**src/design/bitplaneShifter.sv**
```systemverilog
// Bitplane shifter
// Loads one tile ROM byte and sends one dot per clock
// MSB first normally, LSB first when flipped in X
`timescale 1ns/1ps

module bitplaneShifter (
	input  logic       CLK_6M,
	input  logic       RESET,
	input  logic       planeLoad,
	input  logic [7:0] planeByte,
	input  logic       flipX,
	output logic       pixelBit
);

	logic [7:0] shiftReg;

	always_ff @(posedge CLK_6M or negedge RESET) begin
		if (!RESET)
			shiftReg <= 8'd0;
		else if (planeLoad)
			shiftReg <= planeByte;
		else if (flipX)
			shiftReg <= {1'b0, shiftReg[7:1]};	// Toward LSB
		else
			shiftReg <= {shiftReg[6:0], 1'b0};
	end

	assign pixelBit = flipX ? shiftReg[0] : shiftReg[7];

endmodule

```
**config.mk**
```make
export PLATFORM = sky130hd
export DESIGN_NAME = bitplaneShifter
export DESIGN_NICKNAME = d
export VERILOG_FILES = /design/src/design/bitplaneShifter.sv
export SDC_FILE = /design/constraint.sdc
export NUM_CORES = 1
export LEC_CHECK = 0
export BUFFER_PORTS_ARGS = -buffer_cell sky130_fd_sc_hd__clkbuf_2
export CAP_MARGIN = 20
export CORE_AREA = 3 3 40 42
export CTS_BUF_LIST = sky130_fd_sc_hd__clkbuf_16
export CTS_CLUSTER_SIZE = 40
export DETAILED_ROUTE_END_ITERATION = 8
export DIE_AREA = 0 0 43 45
export SYNTH_ARGS = -nofsm -noshare
export SYNTH_HDL_FRONTEND = slang
export SYNTH_SLANG_ARGS = --single-unit
```
**constraint.sdc**
```tcl
create_clock -name CLK_6M -period 0.86 [get_ports CLK_6M]
set_input_delay 0 -clock CLK_6M [delete_from_list [all_inputs] [get_ports CLK_6M]]
set_output_delay 0 -clock CLK_6M [all_outputs]
set_load 0.1 [all_outputs]
```
==> flow_summary_export.csv <==
group,metric,value,unit
route,vias_per_cell,4.296,
timing,final.setup.worst_slack,-190.0,ps
route,dr.pass1.iters,2,
clock_network,root_buffer,"clkbuf_16",
power,p_int,1.111,mW
worst_setup_path,cp_max_fo,2,
placement,gp_congestion,0.6858,
timing,period_minus_slack,1050,ps
clock_network,clk_pin_slew,40,ps
floorplanning,rows,13,
final_layout,diodes,0,
clock_network,clk_latency,230,ps
placement,dp_slack,53.07,ps
route,totalWireLength,773,um
worst_setup_path,cp.required,860,ps
power,switching_share,20.54,%
global_route,antenna_found_initial,0,
yosys,yosys_warnings,0,
power,p_clk_share,54.8,%
power,leakagePower,0.2982,nW
global_route,grt_overflow,0,
global_route,grt_pass1_vias,308,
yosys,synth_cell_types,8,
floorplanning,fp.dieW,43,um
power,ir_drop,1289,uV
final_layout,multi_input_area,155.1,sq um
global_route,grt_max_degree,17,
timing,rsz0062_at_grt,"true",
timing,finalSetupViolCount,1,
route,drc,0,
clock_network,clkSinkCount,8,
clock_network,cts_resized,0,
power,combPwrFrac,14.2,%
route,vias,305,
timing,tightest_slew,270.8,ps
final_layout,syn_to_final_growth,59.93,%
final_layout,reg_top3,"shiftReg (8)",
route,final_antenna_net_count,0,
worst_setup_path,worstPathArrival,1050,ps
timing,skew,1.173,ps
clock_network,clockBufferDepth,2,
worst_setup_path,critPathKind,"reg2out",
clock_network,htreeDepth,1,
final_layout,largest_reg_flops,8,
route,drtIter0Drc,1,
global_route,use_met3,4.382,%
timing,timing.fmax,952.3,MHz
clock_network,numCtsBuffers,3,
global_route,grt_usage,10.85,%
clock_network,cts_tree,"yes",
floorplanning,start_util,29.41,%
yosys,seq_area_frac_synth,52.98,%
placement,port_buffers,12,
final_layout,fillCellCount,118,
yosys,syn_area_per_cell,10.80,sq um
placement,place_area,449.2,sq um
hold_path,holdCritPathClass,"in2reg",
route,wl_per_cell,10.89,um
clock_network,cts_setup_buffers,0,
worst_setup_path,cp-start-kind,"register",
power,seq_power_share,31.1,%
global_route,top_usage_layer,"met4",
final_layout,drive_above_1_share,28.57,%
status,violations,"setup timing",
final_layout,largest-register,"shiftReg",
run,cap_violations,0,
final_layout,postLayoutCoreUtil,47.03,%
power,p_sw,0.2872,mW
power,pwr_density_cell,2314,nW/um^2
global_route,use_met2,14.07,%
power,fin_total_pwr,1.399,mW
floorplanning,pin_count,13,
timing,hold_viol,0,
timing,max-slew-margin-rel,81.95,%
yosys,syn_nets,47,
yosys,synthesis.instances,35,
final_layout,stdcell_area,604.3,sq um
yosys,ys_ff_latch,8,
floorplanning,coreArea,1285,sq um
worst_setup_path,end_kind,"primary output",
final_layout,nets,70,
floorplanning,die_h,45,um
yosys,syn_area,377.9,sq um
placement,hpwl,535.8,um
timing,post-route-period-util,122.1,%
global_route,globalRouteMet1Util,11.66,%
final_layout,ff_latch_area,200.2,sq um
timing,final_max_slew_viol_count,0,
status,outcome,"finished, violations left",
floorplanning,dieArea,1935,sq um
global_route,grt_pass1_wl,1345,um
[Yosys cell counts (all sizes together)]
cell type  count  share of area, %
nand2          9               8.9
buf            2               6.0
dfrtp          8                53
mux2           1               4.0
o21ai          8                11
mux2i          6                16
nand2b         1               1.7
[per-stage QoR]
stage | cells | setup TNS (ps) | hold slack (ps)
2_1_floorplan | 35 | 0 | -295.6
3_3_place_gp | 60 | 0 | -142.7
3_5_place_dp | 60 | 0 | -140.8
4_1_cts | 71 | -194.6 | 10.06
5_1_grt | 71 | -217.3 | 44.01
6_report | 71 | -190.0 | 5.468
[final cells by class]
cell class                 instances  share of cell area (%)
multi-input combinational         25                   25.67
tap                               15                   3.106
sequential                         8                   33.13
clock buffer                       3                   12.42
timing repair buffer              20                   25.67
[routing by layer]
metal  vias up  routed length (um)  part of all wire, %
met3         4                  58                  7.5
met1       127                 337                   44
met2        13                 323                   42
met5         -                   0                    0
met4         0                  53                  6.9
li1        161                   -                    -
[final timing paths]
kind | from | to | slack (ps) | cells after the start
setup / recovery | shiftReg[7] | pixelBit | -190 | 2
hold / removal | planeByte[6] | shiftReg[6] | 5 | 3
setup reg to reg | shiftReg[2] | shiftReg[1] | 120 | 2
hold reg to reg | shiftReg[1] | shiftReg[0] | 540 | 2
max in group asynchronous | RESET | shiftReg[1] | 530 | 2
min in group asynchronous | RESET | shiftReg[7] | 150 | 2
[repair_timing]
| item | CTS | global route |
|---|---|---|
| setup endpoints to repair | 1 | 1 |
| hold buffers | 8 | 0 |
| endpoints found under the hold margin | 15 | 0 |
[logic make-up after synthesis]
logic type      synth area share [%]
buf+inv                        5.960
flops                          52.98
mux                            19.87
simple gates                   10.60
compound gates                 10.60
[worst max-delay path, stage by stage, from the launching register on]
cell,delay (ps)
dfrtp_1,370
mux2_4,280
buf_12,170
[placed cells by master (no fill, tap or decap)]
master,netlist,layout
clkbuf_2,0,11
dlygate4sd3_1,0,8
mux2_4,1,1
dfrtp_1,8,8
nand2b_1,1,1
nand2_1,9,9
mux2i_1,6,6
o21ai_0,2,2
o21ai_1,6,6
buf_12,0,1
clkbuf_16,0,3
[power by group through the flow]
| stage | Sequential (mW) | Clock (mW) | Combinational [mW] |
|---|---|---|---|
| after floorplan | 0.432 | 0 | 0.115 |
| after global placement | 0.438 | 0 | 0.171 |
| after detailed placement | 0.440 | 0 | 0.173 |
| after CTS | 0.435 | 0.790 | 0.201 |
| after global routing | 0.439 | 0.806 | 0.219 |
| final | 0.434 | 0.766 | 0.198 |
No activity file was read; power rests on OpenSTA's default activity.
