$ cat config.mk
export PLATFORM = sky130hd
export DESIGN_NAME = tileFetch
export DESIGN_NICKNAME = d
export VERILOG_FILES = /design/src/design/arkVideoPkg.sv /design/src/design/tileFetch.sv
export SDC_FILE = /design/constraint.sdc
export NUM_CORES = 1
export LEC_CHECK = 0
export BUFFER_PORTS_ARGS = -buffer_cell sky130_fd_sc_hd__buf_2
export CORE_MARGIN = 2
export CORE_UTILIZATION = 30
export DETAILED_ROUTE_END_ITERATION = 8
export PLACE_DENSITY_LB_ADDON = 0.3
export SLEW_MARGIN = 5
export SYNTH_ARGS = -nofsm -noshare
export SYNTH_HDL_FRONTEND = slang
export SYNTH_SLANG_ARGS = --single-unit
$ cat constraint.sdc
create_clock -name CLK_6M -period 0.8 [get_ports CLK_6M]
set_input_delay 0.08 -clock CLK_6M [delete_from_list [all_inputs] [get_ports CLK_6M]]
set_output_delay 0.08 -clock CLK_6M [all_outputs]
set_load 0.01 [all_outputs]
$ cat src/design/arkVideoPkg.sv
// Arkanoid video shared definitions
// Raster limits, sync and blank ranges, CPU memory map and common types
package arkVideoPkg;

	// ========================================
	// Raster counters
	// ========================================
	localparam logic [8:0] HStart    = 9'd128;	// H wraps back here
	localparam logic [8:0] VStart    = 9'd248;	// V wraps back here
	localparam logic [8:0] CountMax  = 9'd511;
	localparam logic [8:0] HsOn      = 9'd200;
	localparam logic [8:0] HsOff     = 9'd216;
	localparam logic [8:0] VsOn      = 9'd263;
	localparam logic [8:0] VsOff     = 9'd268;
	localparam logic [8:0] HBlankOn  = 9'd140;
	localparam logic [8:0] HBlankOff = 9'd256;
	localparam logic [8:0] VBlankOn  = 9'd240;
	localparam logic [8:0] VBlankOff = 9'd269;
	localparam logic [8:0] IrqLine   = 9'd248;	// Vblank interrupt point
	localparam logic [8:0] IrqCol    = 9'd128;

	// ========================================
	// CPU memory map
	// ========================================
	localparam logic [15:0] VramBase   = 16'hE000;
	localparam logic [15:0] VramTop    = 16'hEFFF;
	localparam logic [15:0] CtrlAddr   = 16'hD008;
	localparam logic [10:0] SpriteBase = 11'h400;	// VRAM word address

	typedef logic [8:0]  rasterCount;
	typedef logic [15:0] vramWord;
	typedef logic [14:0] gfxAddr;
	typedef logic [8:0]  palAddr;

	// One sprite line buffer entry
	typedef struct packed {
		logic [4:0] colour;
		logic [2:0] dot;	// Zero means transparent
	} linePixel;

	typedef struct packed {
		logic [3:0] red;
		logic [3:0] green;
		logic [3:0] blue;
	} palEntry;

	// D008 bit layout, MSB first
	typedef struct packed {
		logic mcuReset;
		logic palBank;
		logic gfxBank;
		logic unknown4;
		logic coinLock;
		logic padSel;
		logic flipY;
		logic flipX;
	} ctrlBits;

endpackage

$ cat src/design/tileFetch.sv
// Tile ROM address generator
// Sprite half addresses {bank, sprite index, row}, active half addresses
// {bank, tile index, line bits}. Strobes the plane load when ROM data is due
// and carries the tile colour alongside
`timescale 1ns/1ps

module tileFetch #(
	parameter int NumPlanes = 3
) (
	input  logic                    CLK_6M,
	input  logic                    RESET,
	input  arkVideoPkg::rasterCount hCount,
	input  arkVideoPkg::rasterCount vCount,
	input  logic                    spritePhase,
	input  arkVideoPkg::vramWord    vramData,
	input  logic [9:0]              spriteIndex,
	input  logic [3:0]              spriteRow,
	input  arkVideoPkg::ctrlBits    ctrl,
	output arkVideoPkg::gfxAddr     gfxRomAddr,
	output logic [NumPlanes-1:0]    planeLoad,
	output logic [4:0]              bgColour
);

	logic [10:0] bgIndex;
	logic [2:0]  loadPhase;
	logic [4:0]  colourPipe;

	assign bgIndex   = {vramData[2:0], vramData[15:8]};
	assign loadPhase = spritePhase ? 3'd1 : 3'd2;	// Tile map word is one clock later

	always_ff @(posedge CLK_6M) begin
		gfxRomAddr <= spritePhase ? {ctrl.gfxBank, spriteIndex, spriteRow} :
		                            {ctrl.gfxBank, bgIndex, vCount[2:0]};
		colourPipe <= vramData[7:3];
		if (planeLoad[0])
			bgColour <= colourPipe;	// Switches with the shifters
	end

	always_ff @(posedge CLK_6M or negedge RESET) begin
		if (!RESET)
			planeLoad <= '0;
		else
			planeLoad <= {NumPlanes{hCount[2:0] == loadPhase}};
	end

endmodule

==> metrics.txt <==
Post-Synth XOR/XNOR Area=0; CTS buffer count=3; complex-gate fraction of the synthesized area=0.0111; Die Wd=between 50 and 60 microns; top_reg_cell synth=dfxtp_1; clk_lat worst skew=0.30 ns; register bit total from synthesis=26; failing checks=negative setup slack; Hold Crit Class=in -> reg; fraction of registers with async set/reset=0.0385; Yosys warning count=0; synth unique cells=9; Final Skew=roughly 0.00075 ns; Worst EP arrival=around 0.88 ns; Placer Congestion=~0.67; Worst Path Max Fanout=4; Tightest Pin Transition=approximately 0.35 ns; initial antenna violation count=0; Inst Count DP=135; All-Layer GR Usage=0.148; Site Rows=18; Slew Limit Fails=0; fin crit period=~0.96 ns; WL/cell=approximately 12 microns; post-synth top area share=0.506; Max Cap Violations=0; status=finished with violations; Final #Nets=206; Setup Viol. Count Final=28; final cell count without fillers=176; final period utilization=1.20; layout cell share with drive strength beyond 1=0.596; peak supply drop=1730 uV; Area after DPL=1110 sq um; synth top area cells=dfxtp_1 51%, mux2_2 20%, edfxtp_1 19%, dfrtp_1 3.2%, buf_4 2.8%; CTS clk-pin slew, worst paths=between 0.1 and 0.15 ns; max_slew headroom=0.769; core area=around 2500 sq um; Area Growth Syn to Fin=94.3%; Antenna Nets Post-Route=0; Worst Path Class, Setup=reg -> out; TritonRoute pass-1 iters=2; top cells by count, synth=20 x dfxtp_1, 14 x mux2_2, 5 x edfxtp_1, 3 x buf_4; count leader, synth=dfxtp_1; global route total overflow=0; Final Hold Viols=0; Crit. End Element=primary output; IO Count=82; final core occ=0.616; worst-path cell chain=buf_2; Initial Util=0.317; sequential area share after synthesis=0.727; CP Data Required Time=around 0.72 ns; Pwr per Cell Area=between 1500 and 2000 nW/um^2; CP delay by family, top=flip-flops; CTS tree=built; Synth Area in Simple Gates=0.0205; syn avg cell area=16.9 sq um; DR vias/cell=roughly 4.2; Slowest Stage Delay on Critical Path=between 0.4 and 0.5 ns; clock sink count=26; 1st-iter DRT viols=4; crit start category=register; mux cell area share after synthesis=0.199; # port buffers=just over 60; final worst slack=-0.158 ns; ANT cells=0; Netlist Area Pre-Place=slightly below 800 sq um; syn_nets=106; adder-cell share of the synthesized area=0; maximum clock rate=approximately 1000 MHz; vias in the first global route=between 800 and 900; clk root buf=clkbuf_4; first-pass GRT wire length=about 3.4 mm; HPWL Detailed=roughly 1.2 mm; crit path buf inv count=1; slowest CP cell=dfrtp_2; unrepaired setup endpoints after global routing=yes; die height=about 55 microns; Final Instance Area=1540 sq um; WHS=around 0.032 ns; deepest clock path buffer count=2; DRC viols=0; biggest area consumer among synthesized cells=dfxtp_1; pin count of the biggest net entering global routing=17; EDFF count, synth=5; Setup TNS=-1.69 ns; largest family of logic cells by synthesized area=multiplexers; routed via count=744; Syn Inst Count=47; fill count=between 150 and 200; H-tree lvl count=1; Lkg Pwr=between 0.7 and 0.8 nW; routed wire length=2.17 mm; DIE AREA=a little over 3000 sq um
worst paths after layout:
kind | cells past startpoint | endpoint | start | slack [ns]
worst max-delay path | 1 | planeLoad[0] | planeLoad[0]$_DFF_PN0_ | -0.16
worst min-delay path | 3 | planeLoad[0]$_DFF_PN0_ | hCount[0] | 0.03
worst max register to register | 1 | bgColour[1]$_DFFE_PP_ | planeLoad[0]$_DFF_PN0_ | -0.01
worst min register to register | 0 | bgColour[4]$_DFFE_PP_ | colourPipe[4]$_DFF_P_ | 0.42
max in group asynchronous | 2 | planeLoad[0]$_DFF_PN0_ | RESET | 0.63
min in group asynchronous | 2 | planeLoad[0]$_DFF_PN0_ | RESET | 0.08
sequential cells by signal, indices dropped and copies added, names as in the netlist:
| signal | flops |
|---|---|
| bgColour | 5 |
| colourPipe | 5 |
| gfxRomAddr | 15 |
| planeLoad | 1 |
routing by layer:
layer  part of all wire  track usage
met1               0.35        0.133
met2               0.55        0.287
met3              0.071       0.0539
met4              0.033       0.0662
met5                  0            0
power breakdown:
part           total [mW]  internal (mW)  switching (mW)
Sequential           1.45           1.43          0.0249
Combinational       0.460          0.308           0.152
Clock               0.534          0.182           0.351
Total                2.45           1.92           0.528
metrics by stage:
stage                     setup slack, ns  power (mW)
after floorplan                    0.0229        1.61
after global placement             -0.117        1.76
after detailed placement           -0.139        1.77
after CTS                          -0.181        2.44
after global routing               -0.214        2.59
final                              -0.158        2.45
cell type report:
cell class	instances	area, sq um	area share
clock buffers	3	22.5	0.0146
clock inverters	1	3.75	0.00244
well taps	30	37.5	0.0244
repair buffers	99	709	0.461
flip-flops and latches	26	583	0.379
multi-input cells	17	183	0.119
cell families after synthesis:
logic type / after synthesis
AOI/OAI and AO/OA: 1
buffers and inverters: 4
DFF: 26
muxes: 14
and+or+nand+nor: 2
placed cells by master (no fill, tap or decap):
cell,netlist,final
nand3b_1,1,1
a21oi_2,1,1
clkinv_1,0,1
dfxtp_1,20,15
dfxtp_2,0,5
clkbuf_4,0,3
mux2_2,14,14
or3b_1,1,1
buf_6,1,5
buf_4,3,1
buf_2,0,57
dfrtp_2,0,1
edfxtp_1,5,5
dlygate4sd3_1,0,36
timing repair:
action                                  CTS  global route
endpoints found under the setup margin   23            28
hold buffers                             36             0
hold endpoints to repair                 22             0
buffers inserted                          1             0
gates resized for setup                   0            10
Power figures use the tool's default switching activity.
