`config.mk`:
```
export PLATFORM = sky130hd
export DESIGN_NAME = spriteFetch
export DESIGN_NICKNAME = d
export VERILOG_FILES = /design/src/design/arkVideoPkg.sv /design/src/design/dualPortRam.sv /design/src/design/spriteFetch.sv
export SDC_FILE = /design/constraint.sdc
export NUM_CORES = 2
export LEC_CHECK = 0
export BUFFER_PORTS_ARGS = -buffer_cell sky130_fd_sc_hd__clkbuf_2
export CAP_MARGIN = 20
export CORE_MARGIN = 3
export CORE_UTILIZATION = 60
export CTS_CLUSTER_SIZE = 25
export DETAILED_ROUTE_END_ITERATION = 8
export PLACE_DENSITY = 0.76
export SLEW_MARGIN = 20
export SYNTH_ARGS = -nofsm -noshare
export SYNTH_HDL_FRONTEND = slang
export SYNTH_SLANG_ARGS = --single-unit
```
`constraint.sdc`:
```
create_clock -name CLK_6M -period 6.2 [get_ports CLK_6M]
set_input_delay 1.24 -clock CLK_6M [delete_from_list [all_inputs] [get_ports CLK_6M]]
set_output_delay 1.24 -clock CLK_6M [all_outputs]
set_load 0.01 [all_outputs]
```
`src/design/arkVideoPkg.sv`:
```
// Arkanoid video shared definitions
// Raster limits, sync and blank ranges, CPU memory map and common types
package arkVideoPkg;

	// ========================================
	// Raster counters
	// ========================================
	localparam logic [8:0] HStart    = 9'd128;	// H wraps back here
	localparam logic [8:0] VStart    = 9'd248;	// V wraps back here
	localparam logic [8:0] CountMax  = 9'd511;
	localparam logic [8:0] HsOn      = 9'd200;
	localparam logic [8:0] HsOff     = 9'd216;
	localparam logic [8:0] VsOn      = 9'd263;
	localparam logic [8:0] VsOff     = 9'd268;
	localparam logic [8:0] HBlankOn  = 9'd140;
	localparam logic [8:0] HBlankOff = 9'd256;
	localparam logic [8:0] VBlankOn  = 9'd240;
	localparam logic [8:0] VBlankOff = 9'd269;
	localparam logic [8:0] IrqLine   = 9'd248;	// Vblank interrupt point
	localparam logic [8:0] IrqCol    = 9'd128;

	// ========================================
	// CPU memory map
	// ========================================
	localparam logic [15:0] VramBase   = 16'hE000;
	localparam logic [15:0] VramTop    = 16'hEFFF;
	localparam logic [15:0] CtrlAddr   = 16'hD008;
	localparam logic [10:0] SpriteBase = 11'h400;	// VRAM word address

	typedef logic [8:0]  rasterCount;
	typedef logic [15:0] vramWord;
	typedef logic [14:0] gfxAddr;
	typedef logic [8:0]  palAddr;

	// One sprite line buffer entry
	typedef struct packed {
		logic [4:0] colour;
		logic [2:0] dot;	// Zero means transparent
	} linePixel;

	typedef struct packed {
		logic [3:0] red;
		logic [3:0] green;
		logic [3:0] blue;
	} palEntry;

	// D008 bit layout, MSB first
	typedef struct packed {
		logic mcuReset;
		logic palBank;
		logic gfxBank;
		logic unknown4;
		logic coinLock;
		logic padSel;
		logic flipY;
		logic flipX;
	} ctrlBits;

endpackage

```
`src/design/dualPortRam.sv`:
```
// Simple dual port RAM
// One write port and one registered read port on the same clock
// Read during write of the same word returns the old contents
`timescale 1ns/1ps

module dualPortRam #(
	parameter type PayloadType = logic [7:0],
	parameter int  AddrBits    = 11
) (
	input  logic                CLK_6M,
	input  logic                writeEn,
	input  logic [AddrBits-1:0] writeAddr,
	input  PayloadType          writeData,
	input  logic [AddrBits-1:0] readAddr,
	output PayloadType          readData
);

	PayloadType mem [0:(1 << AddrBits) - 1];

	always_ff @(posedge CLK_6M) begin
		if (writeEn)
			mem[writeAddr] <= writeData;
		readData <= mem[readAddr];	// One cycle latency
	end

endmodule

```
`src/design/spriteFetch.sv`:
```
// Sprite fetch and line buffer
// Each 8 clock slot of the sprite half reads one table entry from VRAM,
// adds its Y to the line and keeps it if the sum's high nibble is all ones
// Plane bits land in a 512 entry line buffer at X, which the active line
// reads back and clears behind itself
`timescale 1ns/1ps

module spriteFetch #(
	parameter int NumPlanes = 3
) (
	input  logic                    CLK_6M,
	input  logic                    RESET,
	input  arkVideoPkg::rasterCount hCount,
	input  arkVideoPkg::rasterCount vCount,
	input  logic                    spritePhase,
	input  arkVideoPkg::vramWord    vramData,
	input  logic [NumPlanes-1:0]    planeBits,
	output logic [9:0]              spriteIndex,
	output logic [3:0]              spriteRow,
	output arkVideoPkg::linePixel   spritePixel
);

	logic [2:0]            phase;
	arkVideoPkg::vramWord  xyTemp;	// Y in high byte, X in low byte
	arkVideoPkg::vramWord  icTemp;	// Index and colour word
	logic [7:0]            ySum;
	logic [7:0]            spriteX;
	logic [4:0]            spriteColour;
	logic                  spriteHit;
	logic                  loadNow;
	logic                  drawValid;
	logic [2:0]            pixCount;
	logic [7:0]            drawX;
	logic [4:0]            drawColour;
	logic [7:0]            readLow;
	logic                  bufWe;
	logic [8:0]            bufWAddr;
	arkVideoPkg::linePixel bufWData;

	assign phase = hCount[2:0];
	assign ySum  = xyTemp[15:8] + vCount[7:0];	// Two 4 bit adders on the board

	always_ff @(posedge CLK_6M) begin
		if (spritePhase) begin
			if (phase == 3'd1) xyTemp <= vramData;
			if (phase == 3'd5) icTemp <= vramData;
			if (phase == 3'd7) begin
				spriteX      <= xyTemp[7:0];
				spriteIndex  <= {icTemp[1:0], icTemp[15:8]};
				spriteColour <= icTemp[6:2];
				spriteRow    <= ySum[3:0];	// Row within the 16 line tile
			end
		end
		if (loadNow) begin
			drawX      <= spriteX;
			drawColour <= spriteColour;
		end
	end

	// ========================================
	// Draw control
	// ========================================
	// Pixels of a slot's sprite arrive one slot later, in step with the shifter load
	// The first slot of a line has nothing committed yet
	assign loadNow = spritePhase && (phase == 3'd2) && (hCount[6:3] != 4'd0);

	always_ff @(posedge CLK_6M or negedge RESET) begin
		if (!RESET) begin
			spriteHit <= 1'b0;
			drawValid <= 1'b0;
			pixCount  <= 3'd0;
		end else begin
			if (spritePhase && phase == 3'd7)
				spriteHit <= (ySum[7:4] == 4'hF);
			if (loadNow) begin
				drawValid <= spriteHit;
				pixCount  <= 3'd0;
			end else if (drawValid) begin
				pixCount <= pixCount + 3'd1;
				if (pixCount == 3'd7) drawValid <= 1'b0;	// Eight dots written
			end
		end
	end

	// Active line reads 3 ahead to meet the background shifter timing
	assign readLow = hCount[7:0] - 8'd3;

	assign bufWe    = drawValid ? (planeBits != '0) : !spritePhase;	// Keep earlier sprites under clear dots
	assign bufWAddr = drawValid ? {1'b0, drawX + {5'd0, pixCount}} : {1'b0, readLow - 8'd1};
	assign bufWData = drawValid ? arkVideoPkg::linePixel'({drawColour, planeBits}) : '0;

	dualPortRam #(.PayloadType(arkVideoPkg::linePixel), .AddrBits(9)) i_lineBuffer (
		.CLK_6M, .writeEn(bufWe), .writeAddr(bufWAddr), .writeData(bufWData),
		.readAddr({1'b0, readLow}), .readData(spritePixel)
	);

endmodule

```
==> qor.yml <==
status:
  status: "finished clean"
clock_network:
  cts_sinks: 2132
  htreeDepth: 4
  cts_tree: "built"
  numCtsBuffers: 200
  cts_resized: 0
  clockRootBuffer: "clkbuf_16"
  cts_setup_buffers: 0
  ctsHoldBuffers: 0
  clk_latency_ns: 0.83
  clk_path_buf_depth: 3
  clk_pin_slew_ns: 0.06
final_layout:
  fillers: 8088
  final_cell_mix: "edfxtp_1 (2119), mux4_2 (600), nor2_1 (276), clkbuf_16 (200), nand2_1 (117)"
  final_common_cell: "edfxtp_1"
  syn2layout_area_growth_pct: 11.1
  fin_nets: 3920
  layout-drive-gt1-share: 0.271
synth:
  ys_types: 80
  synthTopCellsByArea: "edfxtp_1 (77%), mux4_2 (16%), nor2_1 (1.3%)"
  syn_avg_cell_area_um2: 22.4
  ys_seq_area_frac: 0.772
  async_flop_share: 0.00235
  netlist_instances: 3697
  syn_nets: 3755
  ys_ff_latch: 2132
  ys_warn_count: 0
  synth_top_area_frac: 0.769
  synth_edf_count: 2119
  synth_area_um2: 82800
  synth_top_cell_by_area: "edfxtp_1"
  synth_flop_cell: "edfxtp_1"
setup_path:
  cp-start-kind: "input port"
  slowest_delay_ns: 0.81
  reg2reg_setup_slack_ns: 1.97
  critPathCaptureType: "register"
  worstSetupPathType: "in2reg"
  r2r_start: "drawX[0]"
  r2r_cells: 9
  slowest_stage: "nor2_1"
  critPathBufInv: 2
  r2r-end: "i_lineBuffer.mem[139][5]"
  cp_cell_sequence: "clkbuf_2, ha_1, ha_4, inv_1, or3_1, or4_4, a31oi_4, nand3_4, nor2_1"
  crit_fanout: 22
  crit_family: "simple AND/OR/NAND/NOR gates"
  required_ns: 6.65
  worstPathArrival_ns: 5.24
timing:
  rsz0062_at_grt: "false"
  hold_violations: 0
  setup_tns_ns: 0
  worstMarginPinSlew_ns: 1.16
  period_share: 0.773
  setup_viol: 0
  fmax_mhz: 209
  setup_slack_ns: 1.41
  finClkSkew_ns: 0.0412
  relSlewSlack: 0.229
  min_period_ns: 4.79
  maxSlewViolCount: 0
power_and_ir_drop:
  power_leakage_nw: 28.7
  power_density_nw_per_um2: 331
  ir_worst_vdd_v: 0.000291
global_routing:
  grt_pass1_wl_um: 280000
  first_global_vias: 39900
  grt_max_degree: 257
  grt_usage: 0.275
  antenna_found_initial: 9
  grt_overflow: 0
floorplanning:
  core-area_um2: 136000
  dieArea_um2: 142000
  core.rowCount: 135
  chipWidth_um: 377
  io_pins: 62
  chipHeight_um: 377
  start_util: 0.608
drt:
  drc: 0
  dr_total_vias: 39300
  wl_per_cell_um: 32.8
  ant_nets: 0
  drtIter0Drc: 5345
  vias_per_cell: 6.76
  dr.pass1.iters: 6
  wl_um: 191000
flow_run:
  drv_cap: 0
place:
  gp_congestion: 0.849
  numPortBuffers: 59
  dp_hpwl_um: 109000
  post-place-ws_ns: 0.616
worst_hold_path:
  min_path_type: "in2async"
where the power goes:
| group | internal (W) | leakage [nW] | switching, W |
|---|---|---|---|
| clock network | 0.00648 | 3.05 | 0.00528 |
| logic | 0.000871 | 6.11 | 0.00164 |
| registers | 0.0161 | 19.6 | 0.0000513 |
| total | 0.0234 | 28.7 | 0.00697 |
worst register-to-register path, stage by stage (launching register included):
cell and delay [ns]:
edfxtp_1 0.42, ha_1 0.24, fa_1 0.41, a21oi_1 0.25, nor3_1 0.08, o21ai_0 0.50
o31ai_2 0.22, nor3_2 0.26, nand3_1 0.58, nor2_1 0.89
final cells by class:
type / instances / area, um2 / area share
diodes: 3 / 7.51 / 0.0000817
clock buffers: 253 / 5240 / 0.0571
clock inverters: 114 / 1040 / 0.0113
inverters: 13 / 48.8 / 0.000531
multi-input cells: 1344 / 17900 / 0.195
flip-flops and latches: 2132 / 63900 / 0.696
well taps: 1781 / 2230 / 0.0242
repair buffers: 171 / 1480 / 0.0161
state kept, by name (all words and copies together) (netlist names):
name / cells
drawX: 8
drawColour: 5
spriteIndex: 10
i_lineBuffer.mem: 2048
spriteHit: 1
spriteRow: 4
icTemp: 15
pixCount: 3
spriteX: 8
drawValid: 1
i_lineBuffer.readData: 8
xyTemp: 16
spriteColour: 5
metrics by stage:
| stage | total power (W) | instances | instance area (um2) | hold slack, ns | util |
|---|---|---|---|---|---|
| 2_1_floorplan | 0.0180 | 3697 | 82800 | 0.400 | - |
| 3_3_place_gp | 0.0188 | 5435 | 85400 | 0.401 | 0.628 |
| 3_5_place_dp | 0.0189 | 5435 | 85400 | 0.405 | 0.628 |
| 4_1_cts | 0.0305 | 5802 | 91700 | 0.191 | 0.674 |
| 5_1_grt | 0.0312 | 5808 | 91900 | 0.221 | 0.675 |
| 6_report | 0.0304 | 5811 | 91900 | 0.242 | 0.675 |
worst max path at each step:
stage	from	endpoint	slack [ns]	depth (start not counted)
after CTS	hCount[1]	i_lineBuffer.mem[51][4]	1.51	9
after global routing	hCount[1]	i_lineBuffer.mem[49][2]	1.26	9
final	hCount[1]	i_lineBuffer.mem[49][5]	1.41	9
after detailed placement	hCount[1]	i_lineBuffer.mem[48][6]	0.62	9
after global placement	hCount[1]	i_lineBuffer.mem[49][6]	0.74	9
after floorplan	hCount[0]	i_lineBuffer.mem[119][0]	0.74	16
logic make-up (layout without fill, tap and decap cells):
logic type	after synthesis	count (layout)	share of synthesized area
buf+inv	221	551	0.0120
xor+xnor	21	21	0.00240
fa+ha+maj	18	18	0.00290
simple gates	495	495	0.0268
compound gates	165	165	0.0147
other cells	0	3	0
mux	645	645	0.169
flops	2132	2132	0.772
Yosys cell counts (all sizes together) (12+ instances only):
| library cell | instances |
|---|---|
| clkbuf | 98 |
| inv | 12 |
| mux2i | 42 |
| a222oi | 12 |
| nand3 | 41 |
| ha | 16 |
| a21oi | 48 |
| xnor2 | 16 |
| nor3 | 16 |
| edfxtp | 2119 |
| nand2 | 118 |
| nor2 | 276 |
| mux4 | 600 |
| o21ai | 22 |
| buf | 110 |
layer usage:
metal	vias up	wire, um	track usage
li1	15900	-	-
met1	20600	68800	0.379
met2	2308	91700	0.425
met3	432	21500	0.0721
met4	8	8430	0.115
met5	-	56	0
(Power assumes the default switching activity.)
