**src/design/arkVideoPkg.sv**
```systemverilog
// Arkanoid video shared definitions
// Raster limits, sync and blank ranges, CPU memory map and common types
package arkVideoPkg;

	// ========================================
	// Raster counters
	// ========================================
	localparam logic [8:0] HStart    = 9'd128;	// H wraps back here
	localparam logic [8:0] VStart    = 9'd248;	// V wraps back here
	localparam logic [8:0] CountMax  = 9'd511;
	localparam logic [8:0] HsOn      = 9'd200;
	localparam logic [8:0] HsOff     = 9'd216;
	localparam logic [8:0] VsOn      = 9'd263;
	localparam logic [8:0] VsOff     = 9'd268;
	localparam logic [8:0] HBlankOn  = 9'd140;
	localparam logic [8:0] HBlankOff = 9'd256;
	localparam logic [8:0] VBlankOn  = 9'd240;
	localparam logic [8:0] VBlankOff = 9'd269;
	localparam logic [8:0] IrqLine   = 9'd248;	// Vblank interrupt point
	localparam logic [8:0] IrqCol    = 9'd128;

	// ========================================
	// CPU memory map
	// ========================================
	localparam logic [15:0] VramBase   = 16'hE000;
	localparam logic [15:0] VramTop    = 16'hEFFF;
	localparam logic [15:0] CtrlAddr   = 16'hD008;
	localparam logic [10:0] SpriteBase = 11'h400;	// VRAM word address

	typedef logic [8:0]  rasterCount;
	typedef logic [15:0] vramWord;
	typedef logic [14:0] gfxAddr;
	typedef logic [8:0]  palAddr;

	// One sprite line buffer entry
	typedef struct packed {
		logic [4:0] colour;
		logic [2:0] dot;	// Zero means transparent
	} linePixel;

	typedef struct packed {
		logic [3:0] red;
		logic [3:0] green;
		logic [3:0] blue;
	} palEntry;

	// D008 bit layout, MSB first
	typedef struct packed {
		logic mcuReset;
		logic palBank;
		logic gfxBank;
		logic unknown4;
		logic coinLock;
		logic padSel;
		logic flipY;
		logic flipX;
	} ctrlBits;

endpackage

```
**src/design/crtTiming.sv**
```systemverilog
// CRT raster timing
// H counts 128..511 (384 clocks), V counts 248..511 (264 lines)
// Sync pulses are active low, blank covers both retrace regions
`timescale 1ns/1ps

module crtTiming (
	input  logic                    CLK_6M,
	input  logic                    RESET,
	output arkVideoPkg::rasterCount hCount,
	output arkVideoPkg::rasterCount vCount,
	output logic                    hs,
	output logic                    vs,
	output logic                    blank,
	output logic                    spritePhase
);

	logic hBlank;
	logic vBlank;

	always_ff @(posedge CLK_6M or negedge RESET) begin
		if (!RESET) begin
			hCount <= arkVideoPkg::HStart;
			vCount <= arkVideoPkg::VStart;
		end else if (hCount == arkVideoPkg::CountMax) begin
			hCount <= arkVideoPkg::HStart;	// End of line
			if (vCount == arkVideoPkg::CountMax)
				vCount <= arkVideoPkg::VStart;	// End of frame
			else
				vCount <= vCount + 9'd1;
		end else begin
			hCount <= hCount + 9'd1;
		end
	end

	// ========================================
	// Decodes
	// ========================================
	assign hs = !(hCount >= arkVideoPkg::HsOn && hCount <= arkVideoPkg::HsOff);
	assign vs = !(vCount >= arkVideoPkg::VsOn && vCount <= arkVideoPkg::VsOff);

	assign hBlank = (hCount >= arkVideoPkg::HBlankOn) && (hCount <= arkVideoPkg::HBlankOff);
	assign vBlank = (vCount >= arkVideoPkg::VBlankOn) && (vCount <= arkVideoPkg::VBlankOff);
	assign blank  = hBlank || vBlank;

	// Bit 8 low means the sprite table half of the line
	assign spritePhase = !hCount[8];

endmodule

```
**config.mk**
```make
export PLATFORM = sky130hd
export DESIGN_NAME = crtTiming
export DESIGN_NICKNAME = d
export VERILOG_FILES = /design/src/design/arkVideoPkg.sv /design/src/design/crtTiming.sv
export SDC_FILE = /design/constraint.sdc
export NUM_CORES = 1
export LEC_CHECK = 0
export ABC_AREA = 1
export BUFFER_PORTS_ARGS = -buffer_cell sky130_fd_sc_hd__buf_2
export CAP_MARGIN = 25
export CORE_UTILIZATION = 30
export DETAILED_ROUTE_END_ITERATION = 6
export SYNTH_ARGS = -nofsm -noshare
export SYNTH_HDL_FRONTEND = slang
export SYNTH_SLANG_ARGS = --single-unit
```
**constraint.sdc**
```tcl
create_clock -name CLK_6M -period 3 [get_ports CLK_6M]
set_clock_uncertainty 0.2 [all_clocks]
set_input_delay 0.15 -clock CLK_6M [delete_from_list [all_inputs] [get_ports CLK_6M]]
set_output_delay 0.15 -clock CLK_6M [all_outputs]
set_load 0.02 [all_outputs]
```
==> flow_metrics.env, run 1 <==
export IMPL_clk_pin_slew_worst_paths_ps=80
export IMPL_cts_tree="built"
export IMPL_syn_area_per_cell_um2=7.32
export IMPL_rsz0062_at_grt="false"
export IMPL_p_leak_uw=0.000694
export IMPL_die_width_um=62.9
export IMPL_io_pins=24
export IMPL_period_share_pct=80.1
export IMPL_clock_fmax_ghz=0.416
export IMPL_placement_io_buffers=23
export IMPL_fin_crit_ps=2400
export IMPL_initial_core_util_pct=32.3
export IMPL_die_area_um2=3960
export IMPL_antenna_cells=0
export IMPL_grt_pass1_vias=906
export IMPL_crit_path_end_kind="flip-flop"
export IMPL_yosysWarningCount=0
export IMPL_tightest_slew_ps=405
export IMPL_start_kind="flip-flop"
export IMPL_synth_area_um2=1110
export IMPL_p_clk_share_pct=45.3
export IMPL_via_count=1005
export IMPL_synth_top_area_share_pct=27.0
export IMPL_power_per_cell_area_nw_per_um2=339
export IMPL_cts_setup_buffers=0
export IMPL_num_rows=21
export IMPL_crit_type="reg2reg"
export IMPL_grt_pass1_wl_mm=4.01
export IMPL_drv_slew=0
export IMPL_grt_antenna_before_repair=0
export IMPL_via_per_inst=4.47
export IMPL_cp_required_ps=2980
export IMPL_p_seq_share_pct=53.4
export IMPL_ys_ff_latch=18
export IMPL_grt_usage_pct=12.8
export IMPL_cts_root_buf="clkbuf_8"
export IMPL_drive_gt1_share_pct=22.9
export IMPL_setup_violations=0
export IMPL_grt_start_max_net_pins=19
export IMPL_cp_max_fo=10
export IMPL_fin_setup_tns_ps=0
export IMPL_fin_nets=189
export IMPL_overflow=0
export IMPL_hpwl_mm=1.88
export IMPL_timing_slew_headroom_pct=73.0
export IMPL_cp_arrival_ps=2380
export IMPL_outcome="completed"
export IMPL_cts_buffers=3
export IMPL_cts_sinks=18
export IMPL_switching_share_pct=20.6
export IMPL_synth_area_leaders="dfrtp_1 (27%), dfstp_2 (14%), nand2_1 (11%), inv_1 (9.1%), ha_1 (7.9%)"
export IMPL_p_switching_uw=93.8
export IMPL_clock_latency_ps=260
export IMPL_finalPower_uw=455
export IMPL_core_area_um2=3440
export IMPL_synth_area_leader_cell="dfrtp_1"
export IMPL_final_antenna_net_count=0
export IMPL_final_util_pct=39.0
export IMPL_p_int_uw=361
export IMPL_hp_class="in2async"
export IMPL_maxCapViolCount=0
export IMPL_routed_wl_mm=2.42
export IMPL_irDropWorstVdd_uv=173
export IMPL_clockBufferDepth=2
export IMPL_synth_yosys_seq_area_share_pct=41.2
export IMPL_synth_cells=152
export IMPL_drtPass1Iterations=4
export IMPL_htreeDepth=1
export IMPL_gp_congestion=0.804
export IMPL_final_hold_violation_count=0
export IMPL_drc=0
export IMPL_synth_fp_nets=161
export IMPL_drt_iter0_drc=21
export IMPL_routedWlPerCell_um=10.7
export IMPL_power_frac_comb_pct=1.3
export IMPL_syn_to_final_growth_pct=20.7
export IMPL_ys_types=23
export IMPL_die_h_um=62.9
critical path: stages (launching register included):
cell      delay (ps)
dfrtp_1          410
ha_1             210
nand3_1          100
nor2_1           140
inv_1             80
nor3_1           150
ha_1             400
inv_1            210
or2_1            270
a21boi_1         140
cell type report:
type,count,area [um2]
clock buffer,4,55.1
fill,348,2100
inverter,27,101
multi-input combinational,106,546
sequential,18,458
tap,46,57.6
timing repair buffer,24,125
per-stage QoR:
stage          area, um2  std cells  hold slack [ps]  setup slack [ps]
3_5_place_dp        1280        220            -92.9               622
2_1_floorplan       1110        152             -346               861
6_report            1340        225              148               596
4_1_cts             1340        225              173               604
5_1_grt             1340        225              196               380
3_3_place_gp        1280        220            -96.7               680
state kept, by name, summed over array words and instances (netlist names):
| signal | flops |
|---|---|
| vCount | 9 |
| hCount | 9 |
worst paths after layout:
kind	start	endpoint	slack, ps	cells after the start
hold reg to reg	vCount[6]	vCount[6]	310	2
hold / removal	RESET	vCount[2]	150	2
max in group asynchronous	RESET	hCount[7]	2120	2
min in group CLK_6M	vCount[6]	vCount[6]	310	2
setup reg to reg	hCount[1]	vCount[0]	600	9
setup / recovery	hCount[1]	vCount[0]	600	9
power groups by stage:
stage | combinational [uW] | clock, uW | sequential (uW)
after global placement | 5.45 | 0 | 247
after CTS | 6.53 | 207 | 243
after global routing | 7.33 | 216 | 243
final | 6.02 | 206 | 243
after floorplan | 0.000344 | 0 | 247
after detailed placement | 5.55 | 0 | 247
cell families after synthesis:
| group | share of synthesized area [%] |
|---|---|
| AO/OA/AOI/OAI | 9.67 |
| adder cells (fa/ha/maj) | 7.87 |
| flip-flops | 41.2 |
| AND/OR/NAND/NOR | 31.5 |
| buffers and inverters | 9.79 |
cells in the mapped netlist (all sizes together):
master   n
ha       7
nand2   38
buf      1
a21boi   1
a21oi    5
nor4     1
dfstp    6
nand3   10
nand4    3
o211ai   1
o21ai   10
dfrtp   12
o21bai   1
nor2    24
nor3     2
o22ai    1
or2      2
inv     27
per-layer routing:
metal  vias up  GRT usage [%]  part of all wire, %
met5         -              0                    0
met4         0           4.07                  1.5
met3         5           3.65                  4.7
met2        25           20.2                   45
met1       443           16.8                   49
li1        532              -                    -
placed cells by master (no fill, tap or decap), drive strengths merged:
master       instances
nand4                3
o211ai               1
dfrtp               12
ha                   7
nor2                24
or2                  2
o21bai               1
nor4                 1
clkbuf               4
dlygate4sd3          1
nand2               38
a21boi               1
o22ai                1
inv                 27
nand3               10
dfstp                6
buf                 23
o21ai               10
a21oi                5
nor3                 2
timing repair:
item | 4_1_cts | 5_1_grt
resized for setup | 0 | 0
hold buffers | 1 | 0
hold endpoints to repair | 18 | 0
(Power assumes the default switching activity.)
==> run 2, diff against run 1 <==
clock period = 2.49 ns   (was 3 ns; I/O delays follow)
==> run 2 against run 1 <==
  * Critical endpoint is now vCount[5]
  * Critical path depth rose by 3
  * Final area is 1.7% higher
  * Hold slack lost 26 ps
  * Fmax up 11%
  * Largest cell class unchanged
  * Critical path type unchanged
  * Wire length rose by 3.8%
==> flow_metrics.env, run 2 (synthesis results as in run 1) <==
export IMPL_outcome="completed"
export IMPL_via_per_inst=4.56
export IMPL_final_cell_mix="nand2_1 (34), inv_1 (27), buf_2 (23)"
export IMPL_syn_to_final_growth_pct=22.7
export IMPL_power_per_cell_area_nw_per_um2=402
export IMPL_cp_required_ps=2480
export IMPL_irDropWorstVdd_uv=312
export IMPL_placement_io_buffers=23
export IMPL_design_area_um2=1370
export IMPL_die_width_um=62.9
export IMPL_cp_arrival_ps=2150
export IMPL_overflow=0
export IMPL_cts_sinks=18
export IMPL_maxCapViolCount=0
export IMPL_grt_usage_pct=13.5
export IMPL_timing_slew_headroom_pct=71.8
export IMPL_clock_fmax_ghz=0.463
export IMPL_clk_pin_slew_worst_paths_ps=80
export IMPL_start_kind="flip-flop"
export IMPL_setup_violations=0
export IMPL_drc=0
export IMPL_dp_cells=221
export IMPL_grt_start_max_net_pins=19
export IMPL_initial_core_util_pct=32.3
export IMPL_cts_tree="built"
export IMPL_tightest_slew_ps=423
export IMPL_hpwl_mm=1.88
export IMPL_drv_slew=0
export IMPL_clockBufferDepth=2
export IMPL_drt_iter0_drc=53
export IMPL_dpl_cell_area_um2=1280
export IMPL_hp_class="in2async"
export IMPL_clock_latency_ps=260
export IMPL_antenna_cells=0
export IMPL_cts_root_buf="clkbuf_8"
export IMPL_via_count=1034
export IMPL_fin_cells=227
export IMPL_period_share_pct=86.8
export IMPL_rsz0062_at_grt="false"
export IMPL_routed_wl_mm=2.51
export IMPL_crit_path_end_kind="flip-flop"
export IMPL_drtPass1Iterations=4
export IMPL_io_pins=24
export IMPL_routedWlPerCell_um=11.1
export IMPL_fin_setup_tns_ps=0
export IMPL_die_area_um2=3960
export IMPL_crit_type="reg2reg"
export IMPL_largestRegisters="hCount (9), vCount (9)"
export IMPL_fin_nets=191
export IMPL_final_antenna_net_count=0
export IMPL_final_hold_violation_count=0
export IMPL_fin_crit_ps=2160
export IMPL_htreeDepth=1
export IMPL_grt_pass1_vias=976
export IMPL_num_rows=21
export IMPL_die_h_um=62.9
export IMPL_core_area_um2=3440
export IMPL_grt_pass1_wl_mm=4.26
export IMPL_gp_congestion=0.855
export IMPL_final_common_cell="nand2_1"
export IMPL_p_leak_uw=0.000702
export IMPL_holdWs_ps=122
export IMPL_drive_gt1_share_pct=24.9
export IMPL_cts_buffers=3
export IMPL_grt_antenna_before_repair=0
export IMPL_cp_max_fo=5
[run 2: final timing paths]
kind                            from        end  slack [ps]  depth (start not counted)
hold / removal                 RESET  vCount[2]         120                          2
min in group CLK_6M        hCount[0]  hCount[0]         310                          1
max in group asynchronous      RESET  hCount[7]        1630                          2
setup reg to reg           hCount[1]  vCount[5]         330                         12
hold reg to reg            hCount[0]  hCount[0]         310                          1
setup / recovery           hCount[1]  vCount[5]         330                         12
[run 2: layout make-up]
type | count | area, um2
repair buffers | 26 | 140
multi-input cells | 106 | 553
flip-flops and latches | 18 | 458
fillers | 366 | 2080
clock buffers | 4 | 55.1
well taps | 46 | 57.6
inverters | 27 | 101
[run 2: through the flow]
stage / power, uW / setup slack [ps] / utilization (%)
6_report: 549 / 328 / 39.7
5_1_grt: 571 / 79.2 / 39.7
4_1_cts: 556 / 291 / 39.2
3_5_place_dp: 305 / 308 / 37.3
3_3_place_gp: 305 / 376 / 37.3
2_1_floorplan: 298 / 351 / -
[run 2: where the power goes]
part / switching (uW) / internal, uW / leakage (uW) / total (uW)
clock: 108 / 141 / 0.0000288 / 249
combinational: 5.86 / 1.58 / 0.000458 / 7.44
sequential: 0 / 293 / 0.000215 / 293
[run 2: what timing repair did]
item / in CTS / in global routing
buffers inserted: 0 / 1
gates resized for setup: 0 / 2
hold buffers: 1 / 0
setup endpoints to repair: 0 / 1
endpoints found under the hold margin: 18 / 0
[run 2: worst max-delay path, cell delays in order (launching register included)]
cell     delay [ps]
dfrtp_1         410
ha_1            210
nand3_1         100
nor2_1          130
inv_1            80
nor3_2          110
ha_2            240
buf_4           120
nand2_2          60
nor2_4          140
nand2_2          90
a21oi_1         130
o21ai_1          80
[run 2: per-layer routing]
metal	global-route usage, %	wire, um	vias to the layer above
li1	-	-	534
met1	18.0	1240	466
met2	21.5	1150	34
met3	3.47	125	0
met4	3.49	0	0
met5	0	0	-
