$ cat src/design/arkVideoPkg.sv
// Arkanoid video shared definitions
// Raster limits, sync and blank ranges, CPU memory map and common types
package arkVideoPkg;

	// ========================================
	// Raster counters
	// ========================================
	localparam logic [8:0] HStart    = 9'd128;	// H wraps back here
	localparam logic [8:0] VStart    = 9'd248;	// V wraps back here
	localparam logic [8:0] CountMax  = 9'd511;
	localparam logic [8:0] HsOn      = 9'd200;
	localparam logic [8:0] HsOff     = 9'd216;
	localparam logic [8:0] VsOn      = 9'd263;
	localparam logic [8:0] VsOff     = 9'd268;
	localparam logic [8:0] HBlankOn  = 9'd140;
	localparam logic [8:0] HBlankOff = 9'd256;
	localparam logic [8:0] VBlankOn  = 9'd240;
	localparam logic [8:0] VBlankOff = 9'd269;
	localparam logic [8:0] IrqLine   = 9'd248;	// Vblank interrupt point
	localparam logic [8:0] IrqCol    = 9'd128;

	// ========================================
	// CPU memory map
	// ========================================
	localparam logic [15:0] VramBase   = 16'hE000;
	localparam logic [15:0] VramTop    = 16'hEFFF;
	localparam logic [15:0] CtrlAddr   = 16'hD008;
	localparam logic [10:0] SpriteBase = 11'h400;	// VRAM word address

	typedef logic [8:0]  rasterCount;
	typedef logic [15:0] vramWord;
	typedef logic [14:0] gfxAddr;
	typedef logic [8:0]  palAddr;

	// One sprite line buffer entry
	typedef struct packed {
		logic [4:0] colour;
		logic [2:0] dot;	// Zero means transparent
	} linePixel;

	typedef struct packed {
		logic [3:0] red;
		logic [3:0] green;
		logic [3:0] blue;
	} palEntry;

	// D008 bit layout, MSB first
	typedef struct packed {
		logic mcuReset;
		logic palBank;
		logic gfxBank;
		logic unknown4;
		logic coinLock;
		logic padSel;
		logic flipY;
		logic flipX;
	} ctrlBits;

endpackage

$ cat src/design/pixelMixer.sv
// Pixel mixer and video output
// Sprite dot wins over background, palette bank prefixes the colour
// RGB widened to 8 bits, zero while blanked, syncs delayed to match
`timescale 1ns/1ps

module pixelMixer #(
	parameter int NumPlanes = 3
) (
	input  logic                  CLK_6M,
	input  logic                  RESET,
	input  logic [NumPlanes-1:0]  planeBits,
	input  logic [4:0]            bgColour,
	input  arkVideoPkg::linePixel spritePixel,
	input  arkVideoPkg::ctrlBits  ctrl,
	input  arkVideoPkg::palEntry  palRomData,
	input  logic                  hs,
	input  logic                  vs,
	input  logic                  blank,
	output arkVideoPkg::palAddr   palRomAddr,
	output logic [7:0]            vgaR,
	output logic [7:0]            vgaG,
	output logic [7:0]            vgaB,
	output logic                  vgaHs,
	output logic                  vgaVs,
	output logic                  vgaDe
);

	localparam int PixelLatency = 3;	// Address reg, palette ROM, RGB reg

	logic                    spriteWins;
	logic [PixelLatency-1:0] hsPipe;
	logic [PixelLatency-1:0] vsPipe;
	logic [PixelLatency-1:0] dePipe;

	assign spriteWins = (spritePixel.dot != 3'd0);

	always_ff @(posedge CLK_6M) begin
		palRomAddr <= spriteWins ? {ctrl.palBank, spritePixel} :
		                           {ctrl.palBank, bgColour, planeBits};
	end

	always_ff @(posedge CLK_6M or negedge RESET) begin
		if (!RESET) begin
			hsPipe <= '1;	// Syncs idle high
			vsPipe <= '1;
			dePipe <= '0;
			vgaR   <= 8'd0;
			vgaG   <= 8'd0;
			vgaB   <= 8'd0;
		end else begin
			hsPipe <= {hsPipe[PixelLatency-2:0], hs};
			vsPipe <= {vsPipe[PixelLatency-2:0], vs};
			dePipe <= {dePipe[PixelLatency-2:0], !blank};
			// Enable entering the last stage gates the colour
			vgaR <= dePipe[PixelLatency-2] ? {palRomData.red, 4'h0} : 8'd0;
			vgaG <= dePipe[PixelLatency-2] ? {palRomData.green, 4'h0} : 8'd0;
			vgaB <= dePipe[PixelLatency-2] ? {palRomData.blue, 4'h0} : 8'd0;
		end
	end

	assign vgaHs = hsPipe[PixelLatency-1];
	assign vgaVs = vsPipe[PixelLatency-1];
	assign vgaDe = dePipe[PixelLatency-1];

endmodule

$ cat config.mk
export PLATFORM = sky130hd
export DESIGN_NAME = pixelMixer
export DESIGN_NICKNAME = d
export VERILOG_FILES = /design/src/design/arkVideoPkg.sv /design/src/design/pixelMixer.sv
export SDC_FILE = /design/constraint.sdc
export NUM_CORES = 1
export LEC_CHECK = 0
export BUFFER_PORTS_ARGS = -buffer_cell sky130_fd_sc_hd__buf_2
export CELL_PAD_IN_SITES_DETAIL_PLACEMENT = 0
export CELL_PAD_IN_SITES_GLOBAL_PLACEMENT = 1
export CORE_UTILIZATION = 29
export CTS_BUF_LIST = sky130_fd_sc_hd__clkbuf_8
export CTS_CLUSTER_DIAMETER = 50
export DETAILED_ROUTE_END_ITERATION = 8
export MAX_ROUTING_LAYER = met4
export PLACE_DENSITY = 0.89
export SYNTH_ARGS = -nofsm -noshare
export SYNTH_HDL_FRONTEND = slang
export SYNTH_SLANG_ARGS = --single-unit
$ cat constraint.sdc
create_clock -name CLK_6M -period 1.1 [get_ports CLK_6M]
set_input_delay 0.11 -clock CLK_6M [delete_from_list [all_inputs] [get_ports CLK_6M]]
set_output_delay 0.11 -clock CLK_6M [all_outputs]
set_load 0.005 [all_outputs]
==> results of run 1 <==
-- power by group through the flow --
stage	Combinational [mW]	Sequential, mW	Clock (mW)
detailed placement	0.189	1.21	0
floorplan	0.0825	1.21	0
global placement	0.182	1.21	0
finish	0.202	1.19	0.766
CTS	0.205	1.19	0.787
global route	0.228	1.19	0.862
-- sequential cells by signal (all words and copies together) (netlist names) --
| name | flops |
|---|---|
| palRomAddr | 9 |
| vgaB | 4 |
| vgaG | 4 |
| vgaR | 4 |
| dePipe | 3 |
| hsPipe | 3 |
| vsPipe | 3 |
-- Yosys cell counts --
master,instances,area (sq um)
sky130_fd_sc_hd__a21o_1,2,15.0
sky130_fd_sc_hd__a21o_2,1,8.76
sky130_fd_sc_hd__and2_1,12,75.1
sky130_fd_sc_hd__buf_4,12,90.1
sky130_fd_sc_hd__clkbuf_1,1,3.75
sky130_fd_sc_hd__conb_1,1,3.75
sky130_fd_sc_hd__dfrtp_1,15,375
sky130_fd_sc_hd__dfstp_2,6,158
sky130_fd_sc_hd__dfxtp_1,9,180
sky130_fd_sc_hd__inv_1,1,3.75
sky130_fd_sc_hd__mux2_2,5,56.3
sky130_fd_sc_hd__nor2_1,3,11.3
sky130_fd_sc_hd__nor3_4,1,16.3
-- cell type report --
| cell class | count | area (sq um) | share of cell area |
|---|---|---|---|
| clock inverters | 3 | 11.3 | 0.00796 |
| repair buffers | 62 | 335 | 0.237 |
| multi-input cells | 36 | 228 | 0.161 |
| clock buffers | 5 | 68.8 | 0.0486 |
| well taps | 44 | 55.1 | 0.0389 |
| inverters | 1 | 3.75 | 0.00265 |
| flip-flops and latches | 30 | 713 | 0.504 |
-- per-stage QoR --
step | hold slack [ns] | cells | util | setup slack, ns
6_report | 0.0466 | 181 | 0.449 | 0.117
5_1_grt | 0.0352 | 181 | 0.449 | 0.0820
4_1_cts | 0.0419 | 181 | 0.449 | 0.107
3_5_place_dp | 0.0740 | 168 | 0.408 | 0.0536
3_3_place_gp | 0.0630 | 168 | 0.408 | 0.0934
2_1_floorplan | -0.186 | 80 | - | 0.275
-- worst max-delay path by stage --
stage | start | end | depth (start not counted)
finish | hsPipe[2]$_DFF_PN1_ | vgaHs | 1
global route | hsPipe[2]$_DFF_PN1_ | vgaHs | 1
CTS | hsPipe[2]$_DFF_PN1_ | vgaHs | 1
detailed placement | spritePixel[0] | palRomAddr[6]$_DFF_P_ | 3
global placement | spritePixel[0] | palRomAddr[7]$_DFF_P_ | 3
floorplan | spritePixel[0] | palRomAddr[3]$_DFF_P_ | 2
-- cells by family (layout without fill, tap and decap cells) --
family                 after synthesis  after routing  share of synthesized area
flip-flops                          30             30                      0.715
AND/OR/NAND/NOR                     16             16                      0.103
buffers and inverters               14             71                     0.0979
multiplexers                         5              5                     0.0565
AO/OA/AOI/OAI                        3              3                     0.0238
other                                1             12                    0.00376
-- metal layers --
metal | global-route usage | part of all wire
met1 | 0.106 | 0.39
met2 | 0.206 | 0.51
met3 | 0.0426 | 0.098
met4 | 0.0487 | 0.0084
met5 | - | 0
-- cell usage in the layout (no fill, tap or decap) --
master	Yosys	routed
sky130_fd_sc_hd__a21o_1	2	2
sky130_fd_sc_hd__a21o_2	1	1
sky130_fd_sc_hd__and2_1	12	12
sky130_fd_sc_hd__buf_2	0	57
sky130_fd_sc_hd__clkbuf_8	0	5
sky130_fd_sc_hd__conb_1	1	12
sky130_fd_sc_hd__dfrtp_1	15	15
sky130_fd_sc_hd__dfstp_2	6	6
sky130_fd_sc_hd__dfxtp_1	9	9
sky130_fd_sc_hd__dlygate4sd3_1	0	5
sky130_fd_sc_hd__inv_1	1	4
sky130_fd_sc_hd__mux2_2	5	5
sky130_fd_sc_hd__nor2_1	3	3
sky130_fd_sc_hd__nor3_4	1	1
==> implementation parameters, run 1 <==
Parameter                              Value

Power
  Seq pwr share ... 0.551
  Worst vdd rail ir drop ... between 0.4 and 0.5 mV
  Standby leakage power ... approximately 0.76 nW
  Switching part of the total power ... 0.210
  Portion of total power attributed to combinational logic ... 0.094
  Total power consumption of the routed design ... 2.16 mW
  Clock network power share ... 0.355
  PD cells ... 1520 nW/um^2
  Pint ... ~1.7 mW
  Switch Pwr ... roughly 450 uW

Worst setup path
  Kind of launch point of the worst setup path ... flop
  Required arrival time at the worst endpoint ... 0.99 ns
  Worst path bufs/invs ... 1
  Worst Setup End Kind ... primary output
  End of the worst register-to-register path ... vgaB[4]$_DFF_PN0_
  Startpoint of the lowest-slack register-to-register path ... dePipe[1]$_DFF_PN0_
  Crit path kind ... reg -> out
  Peak per-stage delay on the critical path ... between 0.5 and 0.6 ns
  Worst-path fanout max ... 1
  Worst-case reg-to-reg path depth ... 1
  Family with the most delay on the worst path ... flip-flops
  Crit path cell chain ... buf_2
  Data arrival time at the worst-slack endpoint ... ~0.87 ns
  Slowest library cell on the worst path ... sky130_fd_sc_hd__dfstp_2
  R2R Setup Slk ... about 0.31 ns

Hold path
  Worst min-delay path endpoint ... palRomAddr[2]$_DFF_P_
  Hold WC Path Type ... in -> reg
  Hold Crit Depth ... 2
  Worst Min Path Start ... planeBits[2]

STA
  Post-route clock skew ... 0.00277 ns
  RSZ-0062 raised after global routing ... no
  Count of endpoints failing hold in the final timing report ... 0
  Final slew viol count ... 0
  Post-layout min period ... 0.983 ns
  Maximum operating frequency ... between 1 and 1.5 GHz
  Setup Total Neg Slack ... 0 ns
  Period utilisation layout ... 0.893
  Setup violators final ... 0

Placement
  Placement-stage cell area ... around 1300 sq um
  Port bufs ... between 50 and 60
  Global placer's final weighted congestion ... between 0.6 and 0.7

Finish
  Final nets ... 177
  Antenna diodes ... 0
  Fill cell total of the finished layout ... around 300
  Layout-stage area growth over the synthesis result ... 41.9%
  Share of final-layout standard cells stronger than drive strength 1 ... 0.547
  Final standard cell area without fillers ... between 1000 and 1500 sq um

Logic synthesis
  Synth Warn # ... 0
  Fraction of the yosys area taken by sequential cells ... 0.715
  Post-synthesis instance area ... between 900 and 1000 sq um
  Flip-flop and latch count after synthesis ... 30
  Syn_area_per_cell ... 14.5 sq um
  Post-synthesis instance total ... 69
  Library cells used by synthesis ... 13

Run
  Max-cap viol count ... 0

Route
  Via-per-instance ratio ... 3.73
  Drt first-iter violations ... a little over 40
  Routed WL per cell ... approximately 11 um
  First-pass iteration count of the detailed router ... 2
  Count of nets left with antenna violations after detail routing ... 0
  Via total after detailed routing ... roughly 680
  Routed Wire Length ... between 1500 and 2000 um
  DRC violation count after routing ... 0

Clock network
  Cell chosen for the clock root ... sky130_fd_sc_hd__clkbuf_8
  Number of hold buffers added after cts ... 5
  Worst-skew pair later-pin latency ... about 0.26 ns
  Maximum number of buffers from clock root to sink ... 2
  CTS HTree Levels ... 2
  Clock tree from TritonCTS ... yes
  Total clock buffers created by CTS ... 5
  Clock transition at the register clock pins on the worst setup and hold paths after CTS ... 0.06 ns
  Num Clock Sinks ... 30
  Post-CTS Setup Bufs ... 0
  Cells resized by post-CTS repair ... 0

Die
  Core region area ... about 3200 sq um
  Floorplan die area ... 3680 sq um
  Placement row count ... 20
  Count of boundary I/O pins ... 77
  Die Y-Extent ... about 60 um
  Starting Density ... 0.316
  Horiz. Die Dim ... between 60 and 70 um

GRT
  Pin count of the biggest net entering global routing ... 22
  Vias in the first global route ... ~650
  Number of antenna violations at the first check in global routing ... 0
  All-Layer GR Usage ... 0.113
  Global-route wire length before repair ... 2820 um
  GRT Residual Overflow ... 0

Outcome
  Status ... finished clean
Power figures use the tool's default switching activity.
==> run 2: changes to the inputs <==
--- a/config.mk
+++ b/config.mk
@@ -13,7 +13,7 @@
 export CTS_CLUSTER_DIAMETER = 50
 export DETAILED_ROUTE_END_ITERATION = 8
 export MAX_ROUTING_LAYER = met4
-export PLACE_DENSITY = 0.89
+export PLACE_DENSITY = 0.91
 export SYNTH_ARGS = -nofsm -noshare
 export SYNTH_HDL_FRONTEND = slang
 export SYNTH_SLANG_ARGS = --single-unit
==> run 2 against run 1 <==
Critical path depth stayed put. Register-to-register slack hardly changed. Sequential power hardly changed. Worst setup slack lost 0.0067 ns. Count of clock-buffer cells in the layout increased by 1. Worst hold slack worse by 0.010 ns. Die area unchanged. First-iteration DRC count grew 41%. Final area increased by 0.80%. Cell count unchanged. Combinational power down 2%. Largest cell class unchanged. Highest routed layer unchanged.
==> implementation parameters, run 2 (synthesis results as in run 1) <==
Parameter                              Value

Worst setup path
  Crit path kind ... reg -> out (unchanged)
  R2R Setup Slk ... 0.32 ns (was 0.31 ns)
  Family with the most delay on the worst path ... flip-flops (unchanged)
  Crit path cell chain ... buf_2 (unchanged)
  Required arrival time at the worst endpoint ... 0.99 ns (about the same)
  Slowest library cell on the worst path ... sky130_fd_sc_hd__dfstp_2 (unchanged)
  Data arrival time at the worst-slack endpoint ... 0.88 ns (was 0.87 ns)
  Peak per-stage delay on the critical path ... 0.51 ns (about the same)
  Worst path bufs/invs ... 1 (unchanged)
  Kind of launch point of the worst setup path ... flop (unchanged)
  Worst Setup End Kind ... primary output (unchanged)
  Worst-path fanout max ... 1 (unchanged)

Clock network
  CTS HTree Levels ... 2 (unchanged)
  Number of hold buffers added after cts ... 5 (unchanged)
  Clock transition at the register clock pins on the worst setup and hold paths after CTS ... 0.06 ns (about the same)
  Post-CTS Setup Bufs ... 0 (unchanged)
  Worst-skew pair later-pin latency ... 0.27 ns (was 0.26 ns)
  Clock tree from TritonCTS ... yes (unchanged)
  Cell chosen for the clock root ... sky130_fd_sc_hd__clkbuf_8 (unchanged)
  Num Clock Sinks ... 30 (unchanged)
  Cells resized by post-CTS repair ... 0 (unchanged)
  Total clock buffers created by CTS ... 5 (unchanged)
  Maximum number of buffers from clock root to sink ... 2 (unchanged)

GRT
  GRT Residual Overflow ... 0 (unchanged)
  Pin count of the biggest net entering global routing ... 22 (unchanged)
  Number of antenna violations at the first check in global routing ... 0 (unchanged)
  Global-route wire length before repair ... 2540 um (was 2820 um)
  All-Layer GR Usage ... 0.104 (was 0.113)
  Vias in the first global route ... 624 (was 652)

STA
  Period utilisation layout ... 0.899 (was 0.893)
  Count of endpoints failing hold in the final timing report ... 0 (unchanged)
  Final slew viol count ... 0 (unchanged)
  Setup violators final ... 0 (unchanged)
  Maximum operating frequency ... 1.01 GHz (was 1.02 GHz)
  Setup Total Neg Slack ... 0 ns (unchanged)
  Post-route clock skew ... 0.00404 ns (was 0.00277 ns)
  Post-layout min period ... 0.989 ns (was 0.983 ns)
  RSZ-0062 raised after global routing ... no (unchanged)

Power
  PD cells ... 1560 nW/um^2 (was 1520 nW/um^2)
  Total power consumption of the routed design ... 2.23 mW (was 2.16 mW)
  Standby leakage power ... 0.759 nW (was 0.758 nW)
  Worst vdd rail ir drop ... 0.458 mV (was 0.494 mV)

Finish
  Share of final-layout standard cells stronger than drive strength 1 ... 0.562 (was 0.547)
  Flip-flop count of the largest register, all copies and words added ... 9 (unchanged)
  Most common cell after layout, fill and taps aside ... sky130_fd_sc_hd__buf_2 (unchanged)
  Register with the most flip-flops ... palRomAddr (unchanged)
  Layout-stage area growth over the synthesis result ... 43.0% (was 41.9%)
  Leading cell types in the layout, fill and taps excluded ... sky130_fd_sc_hd__buf_2 (57), sky130_fd_sc_hd__dfrtp_1 (15), sky130_fd_sc_hd__and2_1 (12), sky130_fd_sc_hd__conb_1 (12), sky130_fd_sc_hd__dfxtp_1 (9) (unchanged)
  Antenna diodes ... 0 (unchanged)
  Fill cell total of the finished layout ... 293 (was 303)
  Final nets ... 177 (unchanged)

Die
  Die Y-Extent ... 60.6 um (unchanged)
  Floorplan die area ... 3680 sq um (unchanged)
  Count of boundary I/O pins ... 77 (unchanged)
  Horiz. Die Dim ... 60.6 um (unchanged)
  Placement row count ... 20 (unchanged)
  Starting Density ... 0.316 (unchanged)
  Core region area ... 3150 sq um (unchanged)

Outcome
  Status ... finished clean (unchanged)

Placement
  Port bufs ... 57 (unchanged)
  HPWL after DPL ... approximately 1400 um
  Global placer's final weighted congestion ... 0.649 (was 0.668)

Route
  Count of nets left with antenna violations after detail routing ... 0 (unchanged)
  DRC violation count after routing ... 0 (unchanged)
  Drt first-iter violations ... 58 (was 41)
  Routed Wire Length ... 1740 um (was 1910 um)
  Routed WL per cell ... 9.62 um (was 10.5 um)
  Via total after detailed routing ... 691 (was 676)
  First-pass iteration count of the detailed router ... 2 (unchanged)
  Via-per-instance ratio ... 3.82 (was 3.73)

Hold path
  Hold WC Path Type ... in -> reg (unchanged)

Run
  Max-cap viol count ... 0 (unchanged)
==> run 2: changes by cell type in the layout (fill, tap and decap cells not counted) <==
cell / before / now
sky130_fd_sc_hd__inv_1: 4 / 2
sky130_fd_sc_hd__clkbuf_8: 5 / 6
sky130_fd_sc_hd__clkinv_2: 0 / 1
==> run 2: power breakdown <==
group          internal, mW  switching, mW  leakage, nW
clock                 0.493          0.347       0.0524
combinational         0.114         0.0839        0.378
sequential             1.17         0.0187        0.329
total                  1.78          0.449        0.759
==> run 2: final timing paths <==
check / startpoint / endpoint / cells after the start
worst min-delay path: planeBits[2] / palRomAddr[2]$_DFF_P_ / 2
min in group asynchronous: RESET / vgaB[5]$_DFF_PN0_ / 2
worst min register to register: dePipe[0]$_DFF_PN0_ / dePipe[1]$_DFF_PN0_ / 0
worst max-delay path: vsPipe[2]$_DFF_PN1_ / vgaVs / 1
max in group asynchronous: RESET / hsPipe[0]$_DFF_PN1_ / 2
worst max register to register: dePipe[1]$_DFF_PN0_ / vgaB[4]$_DFF_PN0_ / 1
==> run 2: per-layer routing <==
layer  GRT usage  share of wire  vias up
met3      0.0704           0.12        2
met5           -              0        -
met2       0.168           0.50       41
met4      0.0487         0.0075        0
met1      0.0931           0.37      325
li1            -              -      323
==> run 2: area by class of cell <==
class | instances | area (sq um) | area share
inverters | 1 | 3.75 | 0.00263
multi-input cells | 36 | 228 | 0.160
repair buffers | 62 | 335 | 0.235
clock buffers | 6 | 82.6 | 0.0579
clock inverters | 2 | 8.76 | 0.00614
flip-flops and latches | 30 | 713 | 0.500
well taps | 44 | 55.1 | 0.0386
==> run 2: metrics by stage <==
| step | std cells | area (sq um) | hold slack, ns | setup WS [ns] | util |
|---|---|---|---|---|---|
| floorplan | 80 | 1040 | -0.186 | 0.275 | - |
| global placement | 168 | 1280 | 0.0574 | 0.0932 | 0.408 |
| detailed placement | 168 | 1280 | 0.0727 | 0.0694 | 0.408 |
| CTS | 181 | 1430 | 0.0307 | 0.0999 | 0.452 |
| global route | 181 | 1430 | 0.0360 | 0.0670 | 0.452 |
| finish | 181 | 1430 | 0.0361 | 0.111 | 0.452 |
